File: src/design/wdc_pkg.sv
// ----------------------------------------------------------------------
// shared constants, register map and readout word layout
// one waveform per channel, at most pre+1+post = 63 samples
// ----------------------------------------------------------------------
`default_nettype none

package wdc_pkg;

  // sizes
  localparam int N_CHANNELS    = 2;
  localparam int CHAN_WIDTH    = 1;
  localparam int SAMPLE_WIDTH  = 12;
  localparam int LTC_WIDTH     = 48;
  localparam int WVB_DEPTH     = 64;
  localparam int WVB_ADR_WIDTH = 6;
  localparam int PRE_MAX       = 15;
  localparam int POST_MAX      = 47;

  localparam logic [15:0] FW_VNUM = 16'h000a;

  // global registers
  localparam logic [11:0] ADR_VERSION = 12'hfff;
  localparam logic [11:0] ADR_SW_TRIG = 12'hffc;
  localparam logic [11:0] ADR_ARM     = 12'hffa;
  localparam logic [11:0] ADR_ARMED   = 12'hff9;

  // per-channel page, channel c sits at page f-c
  localparam logic [3:0] ADR_PAGE_CH0 = 4'hf;
  localparam logic [7:0] ADR_TRIG_SET = 8'hfe;
  localparam logic [7:0] ADR_THRESH   = 8'hfd;
  localparam logic [7:0] ADR_POST     = 8'hf5;
  localparam logic [7:0] ADR_PRE      = 8'hf4;

  // readout word tags
  localparam logic [1:0] TAG_HDR = 2'b10;
  localparam logic [1:0] TAG_SMP = 2'b01;

  typedef struct packed {
    logic        wr_en;
    logic        rd_en;
    logic [11:0] addr;
    logic [15:0] wdata;
  } reg_req_t;

  typedef struct packed {
    logic        et;
    logic        gt;
    logic        lt;
    logic        thresh_en;
    logic [11:0] threshold;
    logic [3:0]  pre;
    logic [5:0]  post;
  } trig_cfg_t;

  typedef struct packed {
    logic [1:0]  tag;
    logic        chan;
    logic [5:0]  len;
    logic        sw;
    logic [21:0] ltc;
  } hdr_word_t;

  typedef struct packed {
    logic [1:0]  tag;
    logic        last;
    logic [5:0]  index;
    logic [10:0] pad;
    logic [11:0] sample;
  } smp_word_t;

  // same 32 bits, tag says which view applies
  typedef union packed {
    hdr_word_t hdr;
    smp_word_t smp;
  } rdout_word_u;

endpackage

`default_nettype wire

File: src/design/wdc_regs.sv
// ----------------------------------------------------------------------
// register file on 12-bit addresses, read data one cycle after rd_en
// arm and sw trigger writes give single-cycle pulses, bit i = channel i
// pre and post writes saturate at PRE_MAX and POST_MAX
// ----------------------------------------------------------------------
`timescale 1ns/1ns
`default_nettype none

module wdc_regs (
  input  logic                                            i_lclk,
  input  logic                                            i_lclk_rst,
  input  wdc_pkg::reg_req_t                               i_reg,
  input  logic [wdc_pkg::N_CHANNELS-1:0]                  i_armed,
  output logic [15:0]                                     o_rd_data,
  output wdc_pkg::trig_cfg_t [wdc_pkg::N_CHANNELS-1:0]    o_cfg,
  output logic [wdc_pkg::N_CHANNELS-1:0]                  o_arm,
  output logic [wdc_pkg::N_CHANNELS-1:0]                  o_sw_trig
);

  wdc_pkg::trig_cfg_t [wdc_pkg::N_CHANNELS-1:0] cfg_q;
  logic [wdc_pkg::N_CHANNELS-1:0] page_hit;
  logic [15:0] rd_val;

  assign o_cfg = cfg_q;

  // which channel page the address falls in
  always_comb begin
    for (int c = 0; c < wdc_pkg::N_CHANNELS; c++) begin
      page_hit[c] = (i_reg.addr[11:8] == (wdc_pkg::ADR_PAGE_CH0 - 4'(c)));
    end
  end

  // read decode, unknown addresses give zero
  always_comb begin
    rd_val = '0;
    case (i_reg.addr)
      wdc_pkg::ADR_VERSION: rd_val = wdc_pkg::FW_VNUM;
      wdc_pkg::ADR_ARMED:   rd_val = 16'(i_armed);
      default: begin
        for (int c = 0; c < wdc_pkg::N_CHANNELS; c++) begin
          if (page_hit[c]) begin
            case (i_reg.addr[7:0])
              wdc_pkg::ADR_TRIG_SET: rd_val = {12'd0, cfg_q[c].thresh_en, cfg_q[c].lt,
                                               cfg_q[c].gt, cfg_q[c].et};
              wdc_pkg::ADR_THRESH:   rd_val = 16'(cfg_q[c].threshold);
              wdc_pkg::ADR_POST:     rd_val = 16'(cfg_q[c].post);
              wdc_pkg::ADR_PRE:      rd_val = 16'(cfg_q[c].pre);
              default:               rd_val = '0;
            endcase
          end
        end
      end
    endcase
  end

  always_ff @(posedge i_lclk) begin
    if (i_lclk_rst) begin
      cfg_q     <= '0;
      o_arm     <= '0;
      o_sw_trig <= '0;
      o_rd_data <= '0;
    end else begin
      // pulses drop after one cycle
      o_arm     <= '0;
      o_sw_trig <= '0;
      o_rd_data <= i_reg.rd_en ? rd_val : 16'd0;
      if (i_reg.wr_en) begin
        if (i_reg.addr == wdc_pkg::ADR_ARM) begin
          o_arm <= i_reg.wdata[wdc_pkg::N_CHANNELS-1:0];
        end
        if (i_reg.addr == wdc_pkg::ADR_SW_TRIG) begin
          o_sw_trig <= i_reg.wdata[wdc_pkg::N_CHANNELS-1:0];
        end
        for (int c = 0; c < wdc_pkg::N_CHANNELS; c++) begin
          if (page_hit[c]) begin
            case (i_reg.addr[7:0])
              wdc_pkg::ADR_TRIG_SET: begin
                cfg_q[c].et        <= i_reg.wdata[0];
                cfg_q[c].gt        <= i_reg.wdata[1];
                cfg_q[c].lt        <= i_reg.wdata[2];
                cfg_q[c].thresh_en <= i_reg.wdata[3];
              end
              wdc_pkg::ADR_THRESH: cfg_q[c].threshold <= i_reg.wdata[11:0];
              // lengths clamp so the waveform fits the memory
              wdc_pkg::ADR_POST: cfg_q[c].post <= (i_reg.wdata > 16'(wdc_pkg::POST_MAX)) ?
                                                  6'(wdc_pkg::POST_MAX) : i_reg.wdata[5:0];
              wdc_pkg::ADR_PRE:  cfg_q[c].pre <= (i_reg.wdata > 16'(wdc_pkg::PRE_MAX)) ?
                                                 4'(wdc_pkg::PRE_MAX) : i_reg.wdata[3:0];
              default: ;
            endcase
          end
        end
      end
    end
  end

endmodule

`default_nettype wire

File: src/design/wdc_top.sv
// ----------------------------------------------------------------------
// two-channel acquisition core, one 12-bit sample per channel per lclk
// ltc is zero in the first cycle after reset and counts every cycle
// ----------------------------------------------------------------------
`timescale 1ns/1ns
`default_nettype none

module wdc_top (
  input  logic                                                     i_lclk,
  input  logic                                                     i_lclk_rst,
  input  wdc_pkg::reg_req_t                                        i_reg,
  input  logic [wdc_pkg::N_CHANNELS-1:0][wdc_pkg::SAMPLE_WIDTH-1:0] i_adc,
  input  logic                                                     i_ready,
  output logic [15:0]                                              o_rd_data,
  output wdc_pkg::rdout_word_u                                     o_word,
  output logic                                                     o_valid
);

  logic [wdc_pkg::LTC_WIDTH-1:0] ltc;

  wdc_pkg::trig_cfg_t [wdc_pkg::N_CHANNELS-1:0] cfg;
  wdc_pkg::hdr_word_t [wdc_pkg::N_CHANNELS-1:0] hdr;
  logic [wdc_pkg::N_CHANNELS-1:0][wdc_pkg::SAMPLE_WIDTH-1:0] rd_sample;
  logic [wdc_pkg::N_CHANNELS-1:0] arm;
  logic [wdc_pkg::N_CHANNELS-1:0] sw_trig;
  logic [wdc_pkg::N_CHANNELS-1:0] armed;
  logic [wdc_pkg::N_CHANNELS-1:0] trig;
  logic [wdc_pkg::N_CHANNELS-1:0] trig_sw;
  logic [wdc_pkg::N_CHANNELS-1:0] hdr_valid;
  logic [wdc_pkg::N_CHANNELS-1:0] rd_done;
  logic [wdc_pkg::WVB_ADR_WIDTH-1:0] rd_addr;

  // local time counter
  always_ff @(posedge i_lclk) begin
    if (i_lclk_rst) begin
      ltc <= '0;
    end else begin
      ltc <= ltc + 1'b1;
    end
  end

  wdc_regs u_regs (
    .i_lclk     (i_lclk),
    .i_lclk_rst (i_lclk_rst),
    .i_reg      (i_reg),
    .i_armed    (armed),
    .o_rd_data  (o_rd_data),
    .o_cfg      (cfg),
    .o_arm      (arm),
    .o_sw_trig  (sw_trig)
  );

  // per channel trigger and buffer
  for (genvar g = 0; g < wdc_pkg::N_CHANNELS; g++) begin : g_chan
    wvb_trigger u_trig (
      .i_lclk     (i_lclk),
      .i_lclk_rst (i_lclk_rst),
      .i_cfg      (cfg[g]),
      .i_sample   (i_adc[g]),
      .i_arm      (arm[g]),
      .i_armed    (armed[g]),
      .i_sw_trig  (sw_trig[g]),
      .o_trig     (trig[g]),
      .o_sw       (trig_sw[g])
    );

    wvb_buffer u_buf (
      .i_lclk      (i_lclk),
      .i_lclk_rst  (i_lclk_rst),
      .i_chan      (wdc_pkg::CHAN_WIDTH'(g)),
      .i_sample    (i_adc[g]),
      .i_ltc       (ltc),
      .i_cfg       (cfg[g]),
      .i_arm       (arm[g]),
      .i_trig      (trig[g]),
      .i_sw        (trig_sw[g]),
      .i_rd_addr   (rd_addr),
      .i_rd_done   (rd_done[g]),
      .o_armed     (armed[g]),
      .o_hdr_valid (hdr_valid[g]),
      .o_hdr       (hdr[g]),
      .o_rd_sample (rd_sample[g])
    );
  end

  wvb_reader u_reader (
    .i_lclk      (i_lclk),
    .i_lclk_rst  (i_lclk_rst),
    .i_hdr_valid (hdr_valid),
    .i_hdr       (hdr),
    .i_rd_sample (rd_sample),
    .i_ready     (i_ready),
    .o_rd_addr   (rd_addr),
    .o_rd_done   (rd_done),
    .o_word      (o_word),
    .o_valid     (o_valid)
  );

endmodule

`default_nettype wire

File: src/design/wvb_buffer.sv
// ----------------------------------------------------------------------
// circular sample memory for one channel, holds one waveform at a time
// writes stop while a finished waveform waits, resume after rd_done
// rd_addr is the index inside the waveform, data one cycle later
// ----------------------------------------------------------------------
`timescale 1ns/1ns
`default_nettype none

module wvb_buffer (
  input  logic                                i_lclk,
  input  logic                                i_lclk_rst,
  input  logic [wdc_pkg::CHAN_WIDTH-1:0]      i_chan,
  input  logic [wdc_pkg::SAMPLE_WIDTH-1:0]    i_sample,
  input  logic [wdc_pkg::LTC_WIDTH-1:0]       i_ltc,
  input  wdc_pkg::trig_cfg_t                  i_cfg,
  input  logic                                i_arm,
  input  logic                                i_trig,
  input  logic                                i_sw,
  input  logic [wdc_pkg::WVB_ADR_WIDTH-1:0]   i_rd_addr,
  input  logic                                i_rd_done,
  output logic                                o_armed,
  output logic                                o_hdr_valid,
  output wdc_pkg::hdr_word_t                  o_hdr,
  output logic [wdc_pkg::SAMPLE_WIDTH-1:0]    o_rd_sample
);

  logic [wdc_pkg::SAMPLE_WIDTH-1:0]  mem [wdc_pkg::WVB_DEPTH];
  logic [wdc_pkg::WVB_ADR_WIDTH-1:0] wr_ptr;
  logic [wdc_pkg::WVB_ADR_WIDTH-1:0] rd_base;
  logic [wdc_pkg::WVB_ADR_WIDTH-1:0] rd_ptr;
  logic [5:0] post_left;
  logic       armed;
  logic       in_post;
  logic       hold;
  logic       wr_en;

  // freeze history once the waveform is complete
  assign wr_en = !hold;

  // start of waveform plus index, wraps in the ring
  assign rd_ptr = rd_base + i_rd_addr;

  assign o_armed     = armed;
  assign o_hdr_valid = hold;

  // sample memory, registered read port
  always_ff @(posedge i_lclk) begin
    if (wr_en) begin
      mem[wr_ptr] <= i_sample;
    end
    o_rd_sample <= mem[rd_ptr];
  end

  // capture sequencing
  // idle -> (trig) post -> hold -> (rd_done) idle
  always_ff @(posedge i_lclk) begin
    if (i_lclk_rst) begin
      wr_ptr    <= '0;
      post_left <= '0;
      armed     <= 1'b0;
      in_post   <= 1'b0;
      hold      <= 1'b0;
    end else begin
      if (wr_en) begin
        wr_ptr <= wr_ptr + 1'b1;
      end
      if (i_trig) begin
        // trigger beats a same-cycle arm
        armed     <= 1'b0;
        post_left <= i_cfg.post;
        in_post   <= (i_cfg.post != 6'd0);
        hold      <= (i_cfg.post == 6'd0);
      end else if (in_post) begin
        post_left <= post_left - 6'd1;
        // last post sample written on this edge
        if (post_left == 6'd1) begin
          in_post <= 1'b0;
          hold    <= 1'b1;
        end
      end else if (hold) begin
        if (i_rd_done) begin
          hold <= 1'b0;
        end
      end else if (i_arm) begin
        // arm only takes while idle
        armed <= 1'b1;
      end
    end
  end

  // header latch at the trigger sample
  always_ff @(posedge i_lclk) begin
    if (i_trig) begin
      rd_base    <= wr_ptr - 6'(i_cfg.pre);
      o_hdr.tag  <= wdc_pkg::TAG_HDR;
      o_hdr.chan <= i_chan;
      o_hdr.len  <= 6'(i_cfg.pre) + i_cfg.post + 6'd1;
      o_hdr.sw   <= i_sw;
      o_hdr.ltc  <= i_ltc[21:0];
    end
  end

endmodule

`default_nettype wire

File: src/design/wvb_reader.sv
// ----------------------------------------------------------------------
// streams one header then len samples per waveform under valid/ready
// lowest pending channel first, one waveform in flight at a time
// o_rd_addr depends on i_ready in the same cycle
// ----------------------------------------------------------------------
`timescale 1ns/1ns
`default_nettype none

module wvb_reader (
  input  logic                                               i_lclk,
  input  logic                                               i_lclk_rst,
  input  logic [wdc_pkg::N_CHANNELS-1:0]                     i_hdr_valid,
  input  wdc_pkg::hdr_word_t [wdc_pkg::N_CHANNELS-1:0]       i_hdr,
  input  logic [wdc_pkg::N_CHANNELS-1:0][wdc_pkg::SAMPLE_WIDTH-1:0] i_rd_sample,
  input  logic                                               i_ready,
  output logic [wdc_pkg::WVB_ADR_WIDTH-1:0]                  o_rd_addr,
  output logic [wdc_pkg::N_CHANNELS-1:0]                     o_rd_done,
  output wdc_pkg::rdout_word_u                               o_word,
  output logic                                               o_valid
);

  logic [wdc_pkg::CHAN_WIDTH-1:0]    pick;
  logic [wdc_pkg::CHAN_WIDTH-1:0]    sel;
  logic [wdc_pkg::WVB_ADR_WIDTH-1:0] nxt;
  logic [wdc_pkg::WVB_ADR_WIDTH-1:0] len;
  logic any_pend;
  logic fire;
  logic done_word;
  logic load_hdr;
  logic load_smp;

  // lowest index wins
  always_comb begin
    any_pend = 1'b0;
    pick     = '0;
    for (int c = wdc_pkg::N_CHANNELS - 1; c >= 0; c--) begin
      if (i_hdr_valid[c]) begin
        any_pend = 1'b1;
        pick     = wdc_pkg::CHAN_WIDTH'(c);
      end
    end
  end

  assign fire      = o_valid && i_ready;
  // final sample accepted
  assign done_word = fire && (o_word.smp.tag == wdc_pkg::TAG_SMP) && o_word.smp.last;
  assign load_hdr  = !o_valid && any_pend;
  assign load_smp  = fire && !done_word;

  // address runs one ahead of the word on the output
  assign o_rd_addr = fire ? (nxt + 6'd1) : nxt;

  always_comb begin
    o_rd_done      = '0;
    o_rd_done[sel] = done_word;
  end

  always_ff @(posedge i_lclk) begin
    if (i_lclk_rst) begin
      o_valid <= 1'b0;
      sel     <= '0;
      nxt     <= '0;
    end else if (load_hdr) begin
      o_valid <= 1'b1;
      sel     <= pick;
      nxt     <= '0;
    end else if (done_word) begin
      o_valid <= 1'b0;
      nxt     <= '0;
    end else if (fire) begin
      nxt <= nxt + 6'd1;
    end
  end

  // output word, header or sample view
  always_ff @(posedge i_lclk) begin
    if (load_hdr) begin
      o_word.hdr <= i_hdr[pick];
      len        <= i_hdr[pick].len;
    end else if (load_smp) begin
      o_word.smp.tag    <= wdc_pkg::TAG_SMP;
      o_word.smp.last   <= (nxt == (len - 6'd1));
      o_word.smp.index  <= nxt;
      o_word.smp.pad    <= '0;
      o_word.smp.sample <= i_rd_sample[sel];
    end
  end

endmodule

`default_nettype wire

File: src/design/wvb_trigger.sv
// ----------------------------------------------------------------------
// per-channel trigger, decided combinationally on the incoming sample
// triggers pass only while armed and after pre samples since the arm
// ----------------------------------------------------------------------
`timescale 1ns/1ns
`default_nettype none

module wvb_trigger (
  input  logic                              i_lclk,
  input  logic                              i_lclk_rst,
  input  wdc_pkg::trig_cfg_t                i_cfg,
  input  logic [wdc_pkg::SAMPLE_WIDTH-1:0]  i_sample,
  input  logic                              i_arm,
  input  logic                              i_armed,
  input  logic                              i_sw_trig,
  output logic                              o_trig,
  output logic                              o_sw
);

  logic       cond;
  logic       cond_q;
  logic       thr_fire;
  logic       gate;
  logic [3:0] fill_cnt;

  // threshold condition, any enabled compare
  always_comb begin
    cond = i_cfg.thresh_en &&
           ((i_cfg.gt && (i_sample > i_cfg.threshold)) ||
            (i_cfg.lt && (i_sample < i_cfg.threshold)) ||
            (i_cfg.et && (i_sample == i_cfg.threshold)));
  end

  // rising edge of the condition only
  assign thr_fire = cond && !cond_q;

  // enough history behind the trigger sample
  assign gate = i_armed && (fill_cnt >= i_cfg.pre);

  assign o_trig = gate && (i_sw_trig || thr_fire);
  // sw wins a tie with threshold
  assign o_sw   = gate && i_sw_trig;

  always_ff @(posedge i_lclk) begin
    if (i_lclk_rst) begin
      cond_q   <= 1'b0;
      fill_cnt <= '0;
    end else begin
      cond_q <= cond;
      // counts samples after the arm pulse, saturates
      if (i_arm) begin
        fill_cnt <= '0;
      end else if (fill_cnt != 4'(wdc_pkg::PRE_MAX)) begin
        fill_cnt <= fill_cnt + 4'd1;
      end
    end
  end

endmodule

`default_nettype wire

File: config.mk
export PLATFORM = sky130hd
export DESIGN_NAME = wdc_top
export DESIGN_NICKNAME = d
export VERILOG_FILES = /design/src/design/wdc_pkg.sv /design/src/design/wdc_regs.sv /design/src/design/wdc_top.sv /design/src/design/wvb_buffer.sv /design/src/design/wvb_reader.sv /design/src/design/wvb_trigger.sv
export SDC_FILE = /design/constraint.sdc
export NUM_CORES = 2
export LEC_CHECK = 0
export BUFFER_PORTS_ARGS = -buffer_cell sky130_fd_sc_hd__buf_2
export CORE_ASPECT_RATIO = 1.25
export CORE_MARGIN = 4
export CORE_UTILIZATION = 35
export CTS_CLUSTER_SIZE = 25
export DETAILED_ROUTE_END_ITERATION = 8
export SYNTH_ARGS = -nofsm -noshare
export SYNTH_HDL_FRONTEND = slang
export SYNTH_HIERARCHICAL = 1
export SYNTH_SLANG_ARGS = --single-unit
File: constraint.sdc
create_clock -name i_lclk -period 6.4 [get_ports i_lclk]
set_clock_uncertainty 0.05 [all_clocks]
set_input_delay 1.28 -clock i_lclk [delete_from_list [all_inputs] [get_ports i_lclk]]
set_output_delay 1.28 -clock i_lclk [all_outputs]
set_load 0.01 [all_outputs]
Word-level counts from Yosys, hierarchy flattened
Memory sizes are Yosys's and may differ from the RTL's. A register that Yosys moved wholly into a read port is not among the register bits.
Cells that the tools add are included.
{"block": "totals", "ff_bits": 276, "latchBits": 0, "mem_bits_rw": 1536, "mem_bits_ro": 0, "in_bits": 57, "out_inout_bits": 49, "elab_cells": 205, "n_memories": 2}
{"memory": "g_chan[0].u_buf.mem", "depth": 64, "word_bits": 12, "rd": 1, "rd_ports_with_merged_regs": 1, "write_ports": 1, "line_no": "wvb_buffer.sv:27", "source": "logic [wdc_pkg::SAMPLE_WIDTH-1:0] mem [wdc_pkg::WVB_DEPTH];"}
{"memory": "g_chan[1].u_buf.mem", "depth": 64, "word_bits": 12, "rd": 1, "rd_ports_with_merged_regs": 1, "write_ports": 1, "line_no": "wvb_buffer.sv:27"}
{"block": "classes", "addsub": 17, "mul": 0, "div": 0, "order_cmp": 11, "n_eq_ne": 20, "n_shift": 0, "muxes": 43, "n_bitwise": 9, "n_reduce_logical": 58}
{"op": "two-way mux 32 bit", "n": 3}
{"op": "one-hot mux 12 bit (4 select lines)", "n": 2}
{"op": "adder 48 x 1 -> 48 bit (second input constant)", "n": 1}
{"op": "== test 12 bit (second input constant)", "n": 4}
{"op": "two-way mux 6 bit", "n": 6}
{"op": "== test 8 bit (second input constant)", "n": 4}
{"op": "two-way mux 16 bit", "n": 2}
{"op": "one-hot mux 16 bit (2 select lines)", "n": 1}
{"op": "adder 6 x 1 -> 6 bit (second input constant)", "n": 5}
{"op": "two-way mux 30 bit", "n": 1}
{"op": "AND reduction 3 bit", "n": 10}
{"op": "== test 12 bit", "n": 2}
{"op": "> comparator 12 bit", "n": 2}
{"op": "less-than comparator 12 bit", "n": 2}
{"op": "two-way mux 1 bit", "n": 24}
{"op": "two-way mux 12 bit", "n": 2}
{"op": "logical AND 1 bit", "n": 22}
{"op": "subtractor 6 x 1 -> 6 bit (second input constant)", "n": 3}
{"op": "> comparator 16 x 4 -> 1 bit (second input constant)", "n": 1}
{"op": "> comparator 16 x 6 -> 1 bit (second input constant)", "n": 1}
{"op": "adder 4 x 6 -> 6 bit", "n": 2}
{"op": "adder 6 bit", "n": 2}
{"op": "== test 6 x 1 -> 1 bit (second input constant)", "n": 2}
{"op": "logical NOT 6 bit", "n": 2}
{"op": "other kinds (20)", "n": 52}

Depth between registers and ports, before layout
{"block": "logic_depth", "ltp_word": 9, "mapped_depth": 13, "mapped_depth_nobuf": 11}

Hierarchy
Netlist, hierarchy kept.
{"mod": "wvb_buffer", "n_inst": 2, "cells_each": 1610, "area_per_inst_um2": 32384.8, "seq_area_each_um2": 24683.7}
{"mod": "wdc_regs", "n_inst": 1, "cells_each": 343, "area_per_inst_um2": 3209.3, "seq_area_each_um2": 1361.3}
{"mod": "wvb_reader", "n_inst": 1, "cells_each": 214, "area_per_inst_um2": 2444.8, "seq_area_each_um2": 1301.2}
{"mod": "wdc_top", "n_inst": 1, "cells_each": 245, "area_per_inst_um2": 2160.8, "seq_area_each_um2": 960.9}
{"mod": "wvb_trigger (g_chan[1].u_trig)", "n_inst": 1, "cells_each": 81, "area_per_inst_um2": 670.6, "seq_area_each_um2": 100.1}
{"mod": "wvb_trigger (g_chan[0].u_trig)", "n_inst": 1, "cells_each": 81, "area_per_inst_um2": 659.4, "seq_area_each_um2": 100.1}

Worst setup path before layout
No wires, ideal clock.
{"block": "synth_path", "path_kind": "input-to-reg", "from": "in i_adc[11] (netlist name)", "to": "reg g_chan[0].u_buf.post_left[4]", "arrival_ps": 4894, "t_required_ps": 6222, "setup_slack_ps": 1328, "stages": 12, "n_path_buf": 2, "path_cell_list": "ha_1 -> nand4_1 -> nor4_2 -> nor2_1 -> o31ai_1 -> o311ai_2 -> o31ai_2 -> clkbuf_1 -> clkbuf_1 -> nor2_1 -> a21oi_1 -> nor2_1"}
{"block": "synth_via", "elab_chain_len": 9, "word_cells_on_any_way": 14, "cone_classes": "order compare (2); eq/ne (1); mux (1); reduce/logical (10)"}
{"element": "start, declared", "line_no": "wdc_top.sv:12", "source": "input logic [wdc_pkg::N_CHANNELS-1:0][wdc_pkg::SAMPLE_WIDTH-1:0] i_adc,"}
{"element": "> comparator 12 bit or less-than comparator 12 bit (tied branches)", "line_no": "wvb_trigger.sv:29, wvb_trigger.sv:30"}
{"element": "logical AND 1 bit (on tied branches)", "line_no": "wvb_trigger.sv:29, wvb_trigger.sv:30"}
{"element": "logical OR 1 bit", "line_no": "wvb_trigger.sv:29", "source": "((i_cfg.gt && (i_sample > i_cfg.threshold)) ||"}
{"element": "logical OR 1 bit (*)", "line_no": "wvb_trigger.sv:30", "source": "(i_cfg.lt && (i_sample < i_cfg.threshold)) ||"}
{"element": "logical AND 1 bit (*)", "line_no": "wvb_trigger.sv:28", "source": "cond = i_cfg.thresh_en &&"}
{"element": "logical AND 1 bit (*)", "line_no": "wvb_trigger.sv:35", "source": "assign thr_fire = cond && !cond_q;"}
{"element": "logical OR 1 bit (*)", "line_no": "wvb_trigger.sv:40", "source": "assign o_trig = gate && (i_sw_trig || thr_fire);"}
{"element": "logical AND 1 bit (*)", "line_no": "wvb_trigger.sv:40"}
{"element": "net trig, one bit", "line_no": "wdc_top.sv:27", "source": "logic [wdc_pkg::N_CHANNELS-1:0] trig;"}
{"element": "two-way mux 6 bit or nonzero test 2 bit (tied branches)"}
{"element": "end signal, assigned", "line_no": "wvb_buffer.sv:70", "source": "post_left <= i_cfg.post;"}
{"element": "end signal, assigned", "line_no": "wvb_buffer.sv:74", "source": "post_left <= post_left - 6'd1;"}
{"element": "end, declared", "line_no": "wvb_buffer.sv:31", "source": "logic [5:0] post_left;"}
The timed path passes the listed nets; every way through them passes the cells marked *.
A chain may end at the register's enable or synchronous reset.

Worst setup path in the final report
{"block": "layout_path", "from": "in i_ready", "to": "reg g_chan[0].u_buf/o_rd_sample[7] (netlist name) (read register of g_chan[0].u_buf.mem)"}
{"block": "layout_via", "elab_chain_len": 3}
{"element": "start, declared", "line_no": "wdc_top.sv:13", "source": "input logic i_ready,"}
{"element": "logical AND 1 bit", "line_no": "wvb_reader.sv:44", "source": "assign fire = o_valid && i_ready;"}
{"element": "two-way mux 6 bit"}
{"element": "net rd_addr, one bit", "line_no": "wdc_top.sv:31", "source": "logic [wdc_pkg::WVB_ADR_WIDTH-1:0] rd_addr;"}
{"element": "adder 6 bit", "line_no": "wvb_buffer.sv:41", "source": "assign rd_ptr = rd_base + i_rd_addr;"}
{"element": "end, declared", "line_no": "wvb_buffer.sv:24", "source": "output logic [wdc_pkg::SAMPLE_WIDTH-1:0] o_rd_sample"}
The timed path passes the listed nets, and every way through them passes these cells.

==> qor.yml <==
global_routing:
  antenna_found_initial: 23
  overflow: 0
  grt_pass1_vias: 38500
  grt_pass1_wl_um: 269000
  track_usage_pct: 16.9
  grt_max_degree: 82
finish:
  layout_commonest_cell: "edfxtp_1"
  multi_input_area_um2: 18800
  area_growth_pct: 14.4
  finish.utilization_pct: 40.3
  final_cell_mix: "edfxtp_1, mux4_2, nand2_1, nor2_1, mux2i_1"
  seqCellArea_um2: 52700
  final_area_um2: 83200
  drive_gt1_share_pct: 22.6
  n_fill_cell: 18600
  finalNetCount: 4439
clock_network:
  htree_levels: 4
  cts-root-buf: "clkbuf_16"
  worst_skew_pair.late_latency_ns: 0.83
  cts_sinks: 1808
  ctsHoldBuffers: 0
  clkTransAtPathRegs_ns: 0.06
  cts_tree: "yes"
  postCtsSetupRepairBufs: 0
  cts_resized: 0
  clk_path_buf_depth: 3
  numCtsBuffers: 170
worst_setup_path:
  r2r_slack_ns: 1.83
  critical_path_arrival_ns: 5.38
  r2r_cells: 12
  critical_path_class: "primary input to register"
  cp-start-kind: "primary input"
  rr_startpoint: "u_reader/o_valid"
  cp_max_fo: 39
  rr_endpoint: "g_chan[0].u_buf/o_rd_sample[7]"
  worstSetupEndpointType: "register"
  crit_required_ns: 7.03
synth:
  netlist_area_um2: 72700
  syn_avg_cell_area_um2: 18.0
  syn_inst: 4047
  yosysWarnings: 6
die:
  start_util_pct: 35.3
  die-area_um2: 215000
  core.rowCount: 186
  die_w_um: 416
  die_h_um: 518
  coreArea_um2: 206000
  floorplan.io_pins: 106
routing:
  drtAntennaViolNets: 0
  post_drt_wl_per_cell_um: 25.6
  viasPerCell: 5.22
  vias: 37500
  drc_errors: 0
  routed_wl_um: 184000
  first_pass_iters: 6
  dr.first_iter.drc_count: 3643
pwr:
  power.internal_mw: 18.8
  power_density_nw_per_um2: 284
  power.share.sequential_pct: 54.8
  clock_power_share_pct: 43.2
  p_switching_mw: 4.85
  sw_frac_of_total_pct: 20.5
  pwr-share-comb_pct: 2.0
  leakagePower_nw: 27.4
  irDropWorstVdd_uv: 282
timing:
  tightest_slew_ns: 1.39
  tns_ns: 0
  fmax_mhz: 210
  setup_viol: 0
  timing.final.crit_share_pct: 74.2
  period_needed_ns: 4.75
  final_hold_viol_count: 0
  maxSlewHeadroom_pct: 6.76
  rsz0062_at_grt: "no"
  drv_slew: 0
min_path:
  whs_endpoint: "g_chan[0].u_buf/o_hdr[21]"
  hp-start: "ltc[21]"
  hold-path-cell-count: 0
  hold_path.class: "register to register"
place:
  hpwl_um: 119000
  place_area_um2: 77400
  gp_congestion: 0.845
  io_buffers: 101
flow_run:
  maxCapViolCount: 0
run_status:
  status: "finished clean"
-- power by group through the flow --
stage          Sequential, mW  Combinational (mW)  Clock, mW
3_3_place_gp             13.2               0.466          0
4_1_cts                  13.0               0.480       10.4
3_5_place_dp             13.2               0.479          0
5_1_grt                  13.0               0.509       11.0
2_1_floorplan            13.2               0.166          0
6_report                 13.0               0.473       10.2
-- worst max-delay path: stages --
cell and delay (ns):
buf_2 0.09, nand2_2 0.10, xnor2_1 0.50, ha_4 0.22
inv_1 0.05, fa_4 1.00, buf_12 0.31, buf_4 0.26
mux4_2 0.30, mux2i_1 0.46, mux2i_1 0.22, a22oi_1 0.33
o221ai_1 0.18
-- area by class of cell --
cell class                      count  share of cell area [%]
Multi-Input combinational cell   1928                    22.6
Clock buffer                      221                    5.58
Tap cell                         2726                    4.10
Inverter                           97                   0.438
Timing Repair Buffer              302                    2.67
Sequential cell                  1808                    63.3
Clock inverter                     92                    1.26
Antenna cell                       16                  0.0481
-- per-stage QoR --
step,hold WS [ns],instances,setup WS (ns),power [mW]
floorplan,0.395,4050,1.33,13.4
global placement,0.413,6861,0.842,13.7
detailed placement,0.424,6861,0.819,13.7
CTS,0.441,7174,1.72,23.9
global route,0.461,7189,1.64,24.4
finish,0.439,7190,1.65,23.7
-- layer usage --
layer | GRT usage, % | vias to the layer above | part of all wire, %
li1 | - | 16400 | -
met1 | 20.7 | 19600 | 38
met2 | 30.1 | 1124 | 53
met3 | 2.63 | 318 | 5.1
met4 | 6.00 | 2 | 3.8
met5 | 0 | - | 0.0038
-- worst max path at each step --
stage                    from                         endpoint  slack, ns  depth (start not counted)
CTS                   i_ready  g_chan[1].u_buf/o_rd_sample[11]       1.72                         13
detailed placement    i_ready   g_chan[1].u_buf/o_rd_sample[8]       0.82                         13
global route          i_ready   g_chan[1].u_buf/o_rd_sample[8]       1.64                         13
global placement      i_ready   g_chan[1].u_buf/o_rd_sample[8]       0.84                         13
floorplan           i_adc[11]     g_chan[0].u_buf/post_left[4]       1.33                         12
finish                i_ready   g_chan[0].u_buf/o_rd_sample[7]       1.65                         13
-- registers in the layout, summed over array words and instances, names as in the netlist, 8 cells and up --
register,count
g_chan.u_buf/post_left,12
g_chan.u_trig/fill_cnt,8
g_chan.u_buf/rd_base,12
u_reader/o_word,32
u_regs/o_rd_data,12
g_chan.u_buf/o_rd_sample,24
ltc,22
g_chan.u_buf/wr_ptr,12
g_chan.u_buf/mem,1536
g_chan.u_buf/o_hdr,60
u_regs/o_cfg,52
Power figures use the tool's default switching activity.
